--- src/design/sink_params.svh ---
// Store streamer parameters
`ifndef SINK_PARAMS_SVH
`define SINK_PARAMS_SVH

// Stream side data width, one 32-bit word per beat
`define SINK_STREAM_DW 32

// Memory side data width
// One extra word leaves room for a stream word shifted by up to three bytes
`define SINK_MEM_DW (`SINK_STREAM_DW + 32)

// Byte address width on the memory port
`define SINK_ADDR_W 32

// Width of the run length and of every store counter
`define SINK_CNT_W 16

// Number of generated addresses that may wait for a stream beat
`define SINK_AFIFO_DEPTH 2

`endif

--- src/design/sink_pkg.sv ---
// Store streamer types
`include "sink_params.svh"

package sink_pkg;

  // Opcodes of the command port
  // Each opcode either loads one configuration register or launches a run
  typedef enum logic [1:0] {
    // Byte address of the first store
    OP_SET_BASE   = 2'd0,
    // Byte distance between two consecutive stores, may be odd
    OP_SET_STRIDE = 2'd1,
    // Number of stores in one run
    OP_SET_LEN    = 2'd2,
    // Launch a run with the held configuration
    OP_START      = 2'd3
  } cmd_op_e;

  // States of the run controller
  typedef enum logic [1:0] {
    // Waiting for a start, ready_start is high here
    ST_IDLE    = 2'd0,
    // Addresses are still being generated
    ST_WORKING = 2'd1,
    // All addresses issued, waiting for the last stores to be granted
    ST_DRAIN   = 2'd2
  } run_state_e;

endpackage

--- src/design/sink_addr_gen.sv ---
// Stride address generator
`include "sink_params.svh"

module sink_addr_gen (
  input  logic                    clk_i,
  input  logic                    rst_ni,
  input  logic                    clear_i,
  input  logic                    gen_start_i,
  input  logic [`SINK_ADDR_W-1:0] base_i,
  input  logic [`SINK_ADDR_W-1:0] stride_i,
  input  logic [`SINK_CNT_W-1:0]  len_i,
  input  logic                    afifo_pop_i,
  output logic                    afifo_valid_o,
  output logic [`SINK_ADDR_W-1:0] afifo_addr_o,
  output logic                    gen_done_o
);

  localparam int unsigned AFIFO_DEPTH = `SINK_AFIFO_DEPTH;
  localparam int unsigned PTR_W       = (AFIFO_DEPTH > 1) ? $clog2(AFIFO_DEPTH) : 1;
  localparam int unsigned FILL_W      = $clog2(AFIFO_DEPTH + 1);

  logic [`SINK_ADDR_W-1:0] addr_q;
  logic [`SINK_CNT_W-1:0]  issue_cnt_q;
  logic [`SINK_CNT_W-1:0]  issue_cnt_nxt;
  logic                    issuing_q;
  logic                    push;
  logic                    last_push;

  logic [`SINK_ADDR_W-1:0] fifo_mem [AFIFO_DEPTH];
  logic [PTR_W-1:0]        wr_ptr_q;
  logic [PTR_W-1:0]        rd_ptr_q;
  logic [FILL_W-1:0]       fill_q;
  logic                    fifo_full;

  assign fifo_full     = (fill_q == FILL_W'(AFIFO_DEPTH));
  // One address per cycle while the run still has addresses to give
  assign push          = issuing_q && !fifo_full;
  assign issue_cnt_nxt = issue_cnt_q + 1'b1;
  assign last_push     = push && (issue_cnt_nxt == len_i);

  // A zero length run never issues and reports done right away
  always_ff @(posedge clk_i or negedge rst_ni) begin
    if (!rst_ni) begin
      issuing_q   <= 1'b0;
      issue_cnt_q <= '0;
    end else if (clear_i) begin
      issuing_q   <= 1'b0;
      issue_cnt_q <= '0;
    end else if (gen_start_i) begin
      issuing_q   <= (len_i != '0);
      issue_cnt_q <= '0;
    end else if (push) begin
      issuing_q   <= !last_push;
      issue_cnt_q <= issue_cnt_nxt;
    end
  end

  // Running byte address, the next one to be pushed
  always_ff @(posedge clk_i) begin
    if (gen_start_i) begin
      addr_q <= base_i;
    end else if (push) begin
      addr_q <= addr_q + stride_i;
    end
  end

  // Address FIFO storage
  always_ff @(posedge clk_i) begin
    if (push) begin
      fifo_mem[wr_ptr_q] <= addr_q;
    end
  end

  always_ff @(posedge clk_i or negedge rst_ni) begin
    if (!rst_ni) begin
      wr_ptr_q <= '0;
      rd_ptr_q <= '0;
      fill_q   <= '0;
    end else if (clear_i) begin
      wr_ptr_q <= '0;
      rd_ptr_q <= '0;
      fill_q   <= '0;
    end else begin
      if (push) begin
        wr_ptr_q <= (wr_ptr_q == PTR_W'(AFIFO_DEPTH - 1)) ? '0 : wr_ptr_q + 1'b1;
      end
      if (afifo_pop_i) begin
        rd_ptr_q <= (rd_ptr_q == PTR_W'(AFIFO_DEPTH - 1)) ? '0 : rd_ptr_q + 1'b1;
      end
      // Fill level follows the net effect of push and pop
      case ({push, afifo_pop_i})
        2'b10:   fill_q <= fill_q + 1'b1;
        2'b01:   fill_q <= fill_q - 1'b1;
        default: fill_q <= fill_q;
      endcase
    end
  end

  assign afifo_valid_o = (fill_q != '0);
  assign afifo_addr_o  = fifo_mem[rd_ptr_q];
  assign gen_done_o    = !issuing_q;

  // The aligner may only consume an address that is really there
  a_no_pop_empty : assert property (
    @(posedge clk_i) disable iff (!rst_ni)
    afifo_pop_i |-> afifo_valid_o
  );

endmodule

--- src/design/sink_cmd_decode.sv ---
// Command decoder
`include "sink_params.svh"

module sink_cmd_decode (
  input  logic                    clk_i,
  input  logic                    rst_ni,
  input  logic                    clear_i,
  input  logic                    cmd_valid_i,
  input  sink_pkg::cmd_op_e       cmd_op_i,
  input  logic [`SINK_ADDR_W-1:0] cmd_data_i,
  output logic [`SINK_ADDR_W-1:0] base_o,
  output logic [`SINK_ADDR_W-1:0] stride_o,
  output logic [`SINK_CNT_W-1:0]  len_o,
  output logic                    start_req_o
);

  logic [`SINK_ADDR_W-1:0] base_q;
  logic [`SINK_ADDR_W-1:0] stride_q;
  logic [`SINK_CNT_W-1:0]  len_q;
  logic                    start_req_q;

  // The command port is a plain strobe without back-pressure
  // Every sampled strobe is acted on in the same edge
  always_ff @(posedge clk_i or negedge rst_ni) begin
    if (!rst_ni) begin
      base_q      <= '0;
      stride_q    <= '0;
      len_q       <= '0;
      start_req_q <= 1'b0;
    end else if (clear_i) begin
      base_q      <= '0;
      stride_q    <= '0;
      len_q       <= '0;
      start_req_q <= 1'b0;
    end else begin
      // The start request lives for one cycle only
      start_req_q <= 1'b0;
      if (cmd_valid_i) begin
        case (cmd_op_i)
          sink_pkg::OP_SET_BASE: begin
            base_q <= cmd_data_i;
          end
          sink_pkg::OP_SET_STRIDE: begin
            stride_q <= cmd_data_i;
          end
          sink_pkg::OP_SET_LEN: begin
            // Only the low half of the command word carries the length
            len_q <= cmd_data_i[`SINK_CNT_W-1:0];
          end
          sink_pkg::OP_START: begin
            // Back-to-back starts collapse into a single request pulse
            start_req_q <= !start_req_q;
          end
          default: begin
            start_req_q <= 1'b0;
          end
        endcase
      end
    end
  end

  assign base_o      = base_q;
  assign stride_o    = stride_q;
  assign len_o       = len_q;
  assign start_req_o = start_req_q;

  // The run controller sees each start as an isolated pulse
  a_start_req_pulse : assert property (
    @(posedge clk_i) disable iff (!rst_ni)
    start_req_o |=> !start_req_o
  );

endmodule

--- src/design/sink_run_ctrl.sv ---
// Run controller
`include "sink_params.svh"

module sink_run_ctrl (
  input  logic                   clk_i,
  input  logic                   rst_ni,
  input  logic                   clear_i,
  input  logic                   start_req_i,
  input  logic                   gen_done_i,
  input  logic                   store_fire_i,
  input  logic [`SINK_CNT_W-1:0] len_i,
  output logic                   gen_start_o,
  output logic                   active_o,
  output logic                   ready_start_o,
  output logic                   done_o
);

  sink_pkg::run_state_e    state_q;
  sink_pkg::run_state_e    state_d;
  logic [`SINK_CNT_W-1:0]  store_cnt_q;
  logic                    done_q;
  logic                    done_d;
  logic                    cnt_clr;
  logic                    can_start;

  // Not ready during the done pulse, so ready_start comes back one cycle later
  assign can_start = (state_q == sink_pkg::ST_IDLE) && !done_q;

  always_comb begin
    state_d     = state_q;
    done_d      = 1'b0;
    cnt_clr     = 1'b0;
    gen_start_o = 1'b0;
    case (state_q)
      sink_pkg::ST_IDLE: begin
        // A start while busy never reaches this branch and is dropped
        if (can_start && start_req_i) begin
          gen_start_o = 1'b1;
          state_d     = sink_pkg::ST_WORKING;
        end
      end
      sink_pkg::ST_WORKING: begin
        if (gen_done_i) begin
          state_d = sink_pkg::ST_DRAIN;
        end
      end
      sink_pkg::ST_DRAIN: begin
        // Every address has been issued, wait for the last grant
        if (store_cnt_q == len_i) begin
          state_d = sink_pkg::ST_IDLE;
          done_d  = 1'b1;
          cnt_clr = 1'b1;
        end
      end
      default: begin
        state_d = sink_pkg::ST_IDLE;
      end
    endcase
  end

  always_ff @(posedge clk_i or negedge rst_ni) begin
    if (!rst_ni) begin
      state_q     <= sink_pkg::ST_IDLE;
      store_cnt_q <= '0;
      done_q      <= 1'b0;
    end else if (clear_i) begin
      // An aborted run ends without a done pulse
      state_q     <= sink_pkg::ST_IDLE;
      store_cnt_q <= '0;
      done_q      <= 1'b0;
    end else begin
      state_q <= state_d;
      done_q  <= done_d;
      if (cnt_clr) begin
        store_cnt_q <= '0;
      end else if (store_fire_i) begin
        store_cnt_q <= store_cnt_q + 1'b1;
      end
    end
  end

  assign active_o      = (state_q != sink_pkg::ST_IDLE);
  assign ready_start_o = can_start;
  assign done_o        = done_q;

  // Each run reports completion exactly once
  a_done_single : assert property (
    @(posedge clk_i) disable iff (!rst_ni)
    done_o |=> !done_o
  );

endmodule

--- src/design/sink_store_align.sv ---
// Store data aligner
`include "sink_params.svh"

module sink_store_align (
  input  logic                        clk_i,
  input  logic                        rst_ni,
  input  logic                        active_i,
  input  logic                        stream_valid_i,
  input  logic                        afifo_valid_i,
  input  logic                        mem_gnt_i,
  input  logic [`SINK_STREAM_DW-1:0]  stream_data_i,
  input  logic [`SINK_STREAM_DW/8-1:0] stream_strb_i,
  input  logic [`SINK_ADDR_W-1:0]     afifo_addr_i,
  output logic                        stream_ready_o,
  output logic                        afifo_pop_o,
  output logic                        mem_req_o,
  output logic [`SINK_ADDR_W-1:0]     mem_addr_o,
  output logic [`SINK_MEM_DW/8-1:0]   mem_be_o,
  output logic [`SINK_MEM_DW-1:0]     mem_wdata_o
);

  localparam int unsigned PAD_DW = `SINK_MEM_DW - `SINK_STREAM_DW;
  localparam int unsigned PAD_BW = PAD_DW / 8;

  logic [1:0]                  byte_ofs;
  logic [`SINK_MEM_DW-1:0]     data_shifted;
  logic [`SINK_MEM_DW/8-1:0]   be_shifted;
  logic [`SINK_ADDR_W-1:0]     word_addr;

  // Byte position of the first stream byte inside the memory word
  assign byte_ofs = afifo_addr_i[1:0];

  // Zero extend the stream word, then move it up by whole bytes
  // Byte enables move by the same number of lanes as the data
  assign data_shifted = {{PAD_DW{1'b0}}, stream_data_i} << {byte_ofs, 3'b000};
  assign be_shifted   = {{PAD_BW{1'b0}}, stream_strb_i} << byte_ofs;

  // Memory sees word aligned addresses only
  assign word_addr = {afifo_addr_i[`SINK_ADDR_W-1:2], 2'b00};

  // A store needs a beat and an address at the same time
  assign mem_req_o   = active_i && stream_valid_i && afifo_valid_i;
  assign mem_addr_o  = active_i ? word_addr    : '0;
  assign mem_be_o    = active_i ? be_shifted   : '0;
  assign mem_wdata_o = active_i ? data_shifted : '0;

  // Idle bubbles on the stream are absorbed, a real beat waits for the grant
  assign stream_ready_o = active_i && (!stream_valid_i || (mem_gnt_i && afifo_valid_i));

  // A transferred beat retires the address it was paired with
  assign afifo_pop_o = stream_valid_i && stream_ready_o;

  // A request without grant keeps its address until memory takes it
  // Only a clear, which drops active, may withdraw it
  a_req_addr_stable : assert property (
    @(posedge clk_i) disable iff (!rst_ni)
    (mem_req_o && !mem_gnt_i) |=> (!active_i || (mem_req_o && $stable(mem_addr_o)))
  );

endmodule

--- src/design/sink_top.sv ---
// Store streamer top level
`include "sink_params.svh"

module sink_top (
  input  logic                         clk_i,
  input  logic                         rst_ni,
  input  logic                         clear_i,
  // Command strobe
  input  logic                         cmd_valid_i,
  input  sink_pkg::cmd_op_e            cmd_op_i,
  input  logic [`SINK_ADDR_W-1:0]      cmd_data_i,
  // Incoming data stream
  input  logic                         stream_valid_i,
  input  logic [`SINK_STREAM_DW-1:0]   stream_data_i,
  input  logic [`SINK_STREAM_DW/8-1:0] stream_strb_i,
  output logic                         stream_ready_o,
  // Memory store port
  output logic                         mem_req_o,
  input  logic                         mem_gnt_i,
  output logic [`SINK_ADDR_W-1:0]      mem_addr_o,
  output logic [`SINK_MEM_DW/8-1:0]    mem_be_o,
  output logic [`SINK_MEM_DW-1:0]      mem_wdata_o,
  // Status
  output logic                         ready_start_o,
  output logic                         done_o
);

  logic                    start_req;
  logic [`SINK_ADDR_W-1:0] base;
  logic [`SINK_ADDR_W-1:0] stride;
  logic [`SINK_CNT_W-1:0]  len;
  logic                    gen_start;
  logic                    gen_done;
  logic                    afifo_valid;
  logic [`SINK_ADDR_W-1:0] afifo_addr;
  // Popping an address and completing a store are the same event
  logic                    afifo_pop;
  logic                    active;

  sink_cmd_decode i_cmd_decode (
    .clk_i       ( clk_i       ),
    .rst_ni      ( rst_ni      ),
    .clear_i     ( clear_i     ),
    .cmd_valid_i ( cmd_valid_i ),
    .cmd_op_i    ( cmd_op_i    ),
    .cmd_data_i  ( cmd_data_i  ),
    .base_o      ( base        ),
    .stride_o    ( stride      ),
    .len_o       ( len         ),
    .start_req_o ( start_req   )
  );

  sink_addr_gen i_addr_gen (
    .clk_i         ( clk_i       ),
    .rst_ni        ( rst_ni      ),
    .clear_i       ( clear_i     ),
    .gen_start_i   ( gen_start   ),
    .base_i        ( base        ),
    .stride_i      ( stride      ),
    .len_i         ( len         ),
    .afifo_pop_i   ( afifo_pop   ),
    .afifo_valid_o ( afifo_valid ),
    .afifo_addr_o  ( afifo_addr  ),
    .gen_done_o    ( gen_done    )
  );

  sink_store_align i_store_align (
    .clk_i          ( clk_i          ),
    .rst_ni         ( rst_ni         ),
    .active_i       ( active         ),
    .stream_valid_i ( stream_valid_i ),
    .afifo_valid_i  ( afifo_valid    ),
    .mem_gnt_i      ( mem_gnt_i      ),
    .stream_data_i  ( stream_data_i  ),
    .stream_strb_i  ( stream_strb_i  ),
    .afifo_addr_i   ( afifo_addr     ),
    .stream_ready_o ( stream_ready_o ),
    .afifo_pop_o    ( afifo_pop      ),
    .mem_req_o      ( mem_req_o      ),
    .mem_addr_o     ( mem_addr_o     ),
    .mem_be_o       ( mem_be_o       ),
    .mem_wdata_o    ( mem_wdata_o    )
  );

  sink_run_ctrl i_run_ctrl (
    .clk_i         ( clk_i         ),
    .rst_ni        ( rst_ni        ),
    .clear_i       ( clear_i       ),
    .start_req_i   ( start_req     ),
    .gen_done_i    ( gen_done      ),
    .store_fire_i  ( afifo_pop     ),
    .len_i         ( len           ),
    .gen_start_o   ( gen_start     ),
    .active_o      ( active        ),
    .ready_start_o ( ready_start_o ),
    .done_o        ( done_o        )
  );

endmodule

--- config.mk ---
export PLATFORM = sky130hd
export DESIGN_NAME = sink_top
export DESIGN_NICKNAME = d
export VERILOG_FILES = /design/src/design/sink_pkg.sv /design/src/design/sink_addr_gen.sv /design/src/design/sink_cmd_decode.sv /design/src/design/sink_run_ctrl.sv /design/src/design/sink_store_align.sv /design/src/design/sink_top.sv
export VERILOG_INCLUDE_DIRS = /design/src /design/src/design
export SDC_FILE = /design/constraint.sdc
export NUM_CORES = 1
export LEC_CHECK = 0
export ABC_CLOCK_PERIOD_IN_PS = 2700
export BUFFER_PORTS_ARGS = -buffer_cell sky130_fd_sc_hd__buf_2
export CAP_MARGIN = 20
export CORE_ASPECT_RATIO = 0.7
export CORE_MARGIN = 2
export CORE_UTILIZATION = 52
export CTS_BUF_LIST = sky130_fd_sc_hd__clkbuf_16
export CTS_CLUSTER_SIZE = 8
export DETAILED_ROUTE_END_ITERATION = 8
export PLACE_DENSITY = 0.73
export SLEW_MARGIN = 20
export SYNTH_ARGS = -nofsm -noshare
export SYNTH_HDL_FRONTEND = slang
export SYNTH_SLANG_ARGS = --single-unit
--- constraint.sdc ---
create_clock -name clk_i -period 2.7 [get_ports clk_i]
set_input_delay 0.27 -clock clk_i [delete_from_list [all_inputs] [get_ports clk_i]]
set_output_delay 0.27 -clock clk_i [all_outputs]
set_load 0.05 [all_outputs]
Word level (Yosys, flattened, before mapping)
Memories as Yosys holds them, arrays and structs flattened.
Cells that the tools add are included.
{ "op_classes": {"addsub": 7, "mul": 0, "n_div": 0, "magnitude_cmp": 0, "eq_ne": 13, "shift": 2, "n_mux": 46, "bitwise": 0, "reduce_logical": 34} }
{ "ops": {"columns": ["operator", "count"], "rows": [
  ["2-to-1 mux 32 bit", 9],
  ["2-to-1 mux 16 bit", 9],
  ["2-to-1 mux 64 bit", 1],
  ["left shift 32 x 5 -> 64 bit", 1],
  ["adder 16 x 1 -> 16 bit (second input constant)", 2],
  ["adder 32 bit", 1],
  ["== test 16 bit", 2],
  ["2-to-1 mux 1 bit", 19],
  ["nonzero test 2 bit", 9],
  ["nonzero test 16 bit", 1],
  ["== test 2 bit (second input constant)", 5],
  ["2-to-1 mux 2 bit", 5],
  ["logical AND 1 bit", 9],
  ["nonzero test 3 bit", 3],
  ["2-to-1 mux 8 bit", 1],
  ["left shift 4 x 2 -> 8 bit", 1],
  ["== test 2 x 1 -> 1 bit (second input constant)", 3],
  ["inequality test 3 bit (second input constant)", 2],
  ["case mux 2 bit (3 select lines)", 1],
  ["AND reduction 2 bit", 3],
  ["logical NOT 1 bit", 5],
  ["logical NOT 2 bit", 2],
  ["case mux 2 bit (2 select lines)", 1],
  ["inequality test 3 x 2 -> 1 bit (second input constant)", 1],
  ["5 further kinds", 6]
]} }
{ "word_totals": {"register_bits": 153, "latch_bits": 0, "mem_bits_rw": 64, "mem_bits_ro": 0, "input_bits": 76, "out_inout_bits": 108, "word_cells": 116, "mem_count": 1} }
{ "mem_list": {"columns": ["memory", "depth", "width", "read_ports", "rd_clocked_by_memory_dff", "wr", "line_no", "rtl"], "rows": [
  ["i_addr_gen.fifo_mem", 2, 32, 1, 0, 1, "sink_addr_gen.sv:29", "logic [`SINK_ADDR_W-1:0] fifo_mem [AFIFO_DEPTH];"]
]} }

Depth between registers and ports, before layout
{ "depth": {"word_depth": 8, "mapped_depth": 10, "ltp_nobuf": 10} }

Cells and area by module
From an unflattened synthesis, not the netlist that was laid out.
{ "unflattened": {"hier_cells": 1221, "area_unflattened_um2": 13051.3} }
{ "by_module_without_submodules": {"columns": ["mod", "n_inst", "cells_each", "area_each_um2", "seq_area_each_um2"], "rows": [
  ["sink_addr_gen", 1, 602, 6722.7, 3408.3],
  ["sink_cmd_decode", 1, 300, 3691.0, 2026.9],
  ["sink_store_align", 1, 198, 1353.8, 0.0],
  ["sink_run_ctrl", 1, 121, 1283.7, 475.5]
]} }

Least setup slack after synthesis
OpenSTA, ideal clock, no wires.
{ "synth_path": {"kind": "flip-flop to flip-flop", "startpoint": "reg i_run_ctrl.state_q[0]", "endpoint": "reg i_addr_gen.addr_q[0], enable pin", "setup_time_ns": 0.389, "t_arrival_ns": 2.723, "required_ns": 2.311, "slack_ns": -0.412, "path_stages_with_launch": 7, "n_path_buf": 2, "synth_period_minus_slack_ns": 3.112, "path_cell_list": "dfrtp_1 > or2_1 > clkbuf_2 > nor2_1 > nand2_1 > clkbuf_1 > nand2_1"} }
{ "synth_between": {"elab_chain_cells": 6} }
{ "synth_lines": {"columns": ["element", "line_no", "rtl"], "rows": [
  ["start, declared", "sink_run_ctrl.sv:18", "sink_pkg::run_state_e state_q;"],
  ["start signal, assigned", "sink_run_ctrl.sv:63", "state_q <= sink_pkg::ST_IDLE;"],
  ["start signal, assigned", "sink_run_ctrl.sv:68", "state_q <= sink_pkg::ST_IDLE;"],
  ["start signal, assigned", "sink_run_ctrl.sv:72", "state_q <= state_d;"],
  ["logical NOT 2 bit", "sink_run_ctrl.sv:27", "assign can_start = (state_q == sink_pkg::ST_IDLE) && !done_q;"],
  ["logical AND 1 bit", "sink_run_ctrl.sv:27", null],
  ["named net ready_start_o", "sink_top.sv:24", "output logic ready_start_o,"],
  ["logical AND 1 bit", "sink_run_ctrl.sv:37", "if (can_start && start_req_i) begin"],
  ["2-to-1 mux 1 bit", "sink_run_ctrl.sv:37", null],
  ["2-to-1 mux 1 bit", "sink_run_ctrl.sv:34", "case (state_q)"],
  ["nonzero test 2 bit (no source line)", null, null],
  ["end signal, assigned", "sink_addr_gen.sv:61", "addr_q <= base_i;"],
  ["end signal, assigned", "sink_addr_gen.sv:63", "addr_q <= addr_q + stride_i;"],
  ["end, declared", "sink_addr_gen.sv:22", "logic [`SINK_ADDR_W-1:0] addr_q;"]
]} }
The timed path passes the listed nets, and every way through them passes these cells.
A chain may end at the register's enable or synchronous reset.

Worst setup path after layout
{ "layout_path": {"startpoint": "reg i_addr_gen.addr_q[9]", "endpoint": "reg i_addr_gen.addr_q[18] (data pin)"} }
{ "layout_between": {"elab_chain_cells": 3} }
{ "layout_lines": {"columns": ["element", "line_no", "rtl"], "rows": [
  ["adder 32 bit", "sink_addr_gen.sv:63", null],
  ["2-to-1 mux 32 bit", "sink_addr_gen.sv:62", "end else if (push) begin"],
  ["2-to-1 mux 32 bit", "sink_addr_gen.sv:60", "if (gen_start_i) begin"]
]} }
Every way passes these cells. The select of a mux whose other input is x is not followed.

==> metrics.md <==
| Metric | Value |
|---|---|
| Status | finished, final reports clean |
| Initial Util | 53.1% |
| FF-to-FF setup slack | 30 ps |
| Area of the mapped netlist | 12100 sq um |
| CTS Root Cell | clkbuf_16 |
| Final Critical Period | 2670 ps |
| PwrDens | 532 nW/um^2 |
| Clock slew at reported path FFs | 50 ps |
| Final Hold Vio Count | 0 |
| CTS Buf Count | 31 |
| RSZ-0062 raised after global routing | true |
| Final nets | 1613 |
| Die Height | 131 um |
| Number of global-route vias before repair | 9646 |
| Flops & latches, synth | 217 |
| Worst setup SP type | register |
| Crit path DAT | 3070 ps |
| Number of H-tree levels | 1 |
| Fraction of the cycle the final worst path needs | 98.9% |
| Post-DP HPWL | 22700 um |
| Worst hold endpoint | i_cmd_decode.base_o[8] |
| Post-synth top area share | 25.1% |
| Die width | 186 um |
| Grt ovf | 0 |
| Worst vdd ir | 0.518 mV |
| TritonCTS clock tree | done |
| Tightest Pin Transition | 865 ps |
| Cell Rows | 46 |
| EDFF count, synth | 96 |
| Layout area overhead | 23.3% |
| Initial antenna violation count | 0 |
| Clock sink count | 217 |
| Commonest non-fill, non-tap cell in the layout | nand2_1 |
| WP data required | 3100 ps |
| Num ports | 184 |
| WS Path Type | reg -> reg |
| Async SR Flop Fraction | 55.8% |
| Leading cell types in the layout, fill and taps excluded | 262 x nand2_1, 166 x buf_2, 152 x a21oi_1, 137 x nor2_1, 120 x dfrtp_1 |
| Drt pass-1 iters | 5 |
| Largest net degree at the start of global routing | 73 |
| Total number of vias | 10323 |
| Yosys cell types | 67 |
| LEAKAGE | 0.00642 uW |
| Sequential share of the synthesized area | 48.9% |
| Total die area | 24500 sq um |
| Hold slack final | 14.8 ps |
| Hold WC Path Type | in -> reg |
| Placer Congestion | 0.969 |
| Min-Delay Path Depth | 3 |
| Min-delay src | cmd_data_i[8] |
| Antenna-violating nets left | 0 |
| Slew Limit Fails | 0 |
| CORE AREA | 22700 sq um |
| Proportion of layout cells with a drive suffix above 1 | 22.5% |
| Filler cells | 1814 |
| Max clock buf depth | 3 |
| Via density | 5.63 |
| Port buffer count | 172 |
| Syn Inst Count | 1290 |
| Cell depth of the worst flop-to-flop path | 9 |
| Diode count | 0 |
| MaxCap Viol Count | 0 |
| Top cells by area, synth | dfrtp_1 25%, edfxtp_1 24%, nand2_1 8.2% |
| Final setup fails | 0 |
| Synth Flop Type | dfrtp_1 |
| Peak Freq | 0.374 GHz |
| Placed instance area | 13400 sq um |
| Worst setup EP type | register |
| RR Startpoint | i_addr_gen.addr_q[9] |
| Max FO, Critical Path | 6 |
| Avg Cell Area, Syn | 9.36 sq um |
| All-Layer GR Usage | 26.1% |
| Initial DRC Count | 820 |
| RR Endpoint | i_addr_gen.addr_q[18] |
| WL final | 32800 um |
| Synth area leader | dfrtp_1 |
| Per-cell routed wire length | 17.9 um |
| Final instance area | 14900 sq um |
| Max_slew headroom | 42.3% |
| Setup Skew | 11.0 ps |
| Total Power | 7920 uW |
| First-pass GRT wire length | 51100 um |
| Clk_lat worst skew | 540 ps |
| Remaining DRCs | 0 |
| Synth warnings | 0 |
## worst max-delay path by stage
stage	slack (ps)	cells past startpoint	from	end
global placement	50	9	i_addr_gen.addr_q[8]	i_addr_gen.addr_q[18]
global route	-50	10	i_addr_gen.addr_q[23]	i_addr_gen.addr_q[30]
floorplan	90	7	i_addr_gen.rd_ptr_q	mem_wdata_o[10]
detailed placement	-30	9	i_addr_gen.addr_q[9]	i_addr_gen.addr_q[18]
CTS	1	9	i_addr_gen.addr_q[9]	i_addr_gen.addr_q[18]
finish	30	9	i_addr_gen.addr_q[9]	i_addr_gen.addr_q[18]
## state kept, by name (all words and copies together) (netlist names), 2 cells and up
signal and count:
i_cmd_decode.base_o 32, i_addr_gen.fifo_mem 64, i_cmd_decode.len_o 16, i_addr_gen.addr_q 32, i_cmd_decode.stride_o 32, i_addr_gen.issue_cnt_q 16, i_addr_gen.fill_q 2, i_run_ctrl.state_q 2
i_run_ctrl.store_cnt_q 16
## power breakdown
part / leakage [uW] / switching [uW] / internal [uW]
Combinational: 0.00338 / 577 / 330
Sequential: 0.00254 / 67.0 / 3550
Clock: 0.000496 / 1370 / 2030
Total: 0.00642 / 2010 / 5910
## synthesized netlist by cell type (3+ instances only)
library cell / number
nand4_1: 15
or2_2: 3
dfrtp_1: 121
a31oi_1: 5
a311oi_1: 3
edfxtp_1: 96
mux4_2: 9
nor2_1: 155
inv_1: 7
and3_1: 26
and2_1: 21
xor2_1: 43
o21ai_0: 29
buf_2: 7
clkbuf_1: 56
a211oi_1: 4
nand2b_1: 6
a21o_1: 12
a21oi_1: 165
nand4b_1: 3
nor4_1: 7
buf_4: 11
mux2i_1: 45
xnor2_1: 52
buf_1: 5
or3_1: 3
nand2_1: 263
and4_1: 7
nand3_1: 23
nor3b_1: 4
mux2_2: 3
ha_1: 33
nor3_1: 4
## area by class of cell
class	count	area, sq um	area share (%)
repair buffers	251	1570	10.6
inverters	7	26.3	0.177
flip-flops and latches	217	5910	39.7
clock inverters	22	90.1	0.605
multi-input cells	995	6120	41.1
well taps	312	390	2.62
clock buffers	31	776	5.21
## per-stage QoR
stage	util, %	setup slack [ps]	TNS, ps	instances
detailed placement	59.1	-29.9	-29.9	1748
finish	65.5	29.5	0	1835
CTS	64.1	1.10	0	1825
global route	65.5	-52.9	-174	1835
global placement	59.1	49.4	0	1748
floorplan	-	85.1	0	1300
## routing by layer
layer	routed length (um)	GRT usage, %	vias up	part of all wire [%]
met3	2850	6.15	66	8.7
met2	14100	38.0	421	43
li1	-	-	4907	-
met1	15000	38.8	4929	46
met4	854	7.66	0	2.6
met5	0	0	-	0
## cells by family (layout without fill, tap and decap cells)
| kind of cell | count (synthesis) | in the layout | share of synthesized area (%) |
|---|---|---|---|
| compound gates | 247 | 247 | 11.7 |
| xor+xnor | 95 | 95 | 6.89 |
| fa+ha+maj | 34 | 34 | 3.59 |
| buf+inv | 88 | 311 | 3.17 |
| flops | 217 | 217 | 48.9 |
| mux | 57 | 57 | 5.69 |
| other cells | 1 | 11 | 0.0311 |
| simple gates | 551 | 551 | 20.0 |
## timing repair
action / CTS / global route
resized for setup: 12 / 54
endpoints found under the hold margin: 84 / 0
pin swaps: 1 / 21
hold buffers: 23 / 0
buffers inserted: 1 / 10
setup endpoints to repair: 56 / 57
## worst max-delay path: stages (launching register included)
cell	delay [ps]
edfxtp_1	490
ha_4	350
o21a_1	130
o211ai_1	110
a2bb2oi_2	220
nand2_1	120
o211ai_1	380
a21oi_1	150
or4b_1	480
nand3_1	100
(Power assumes the default switching activity.)
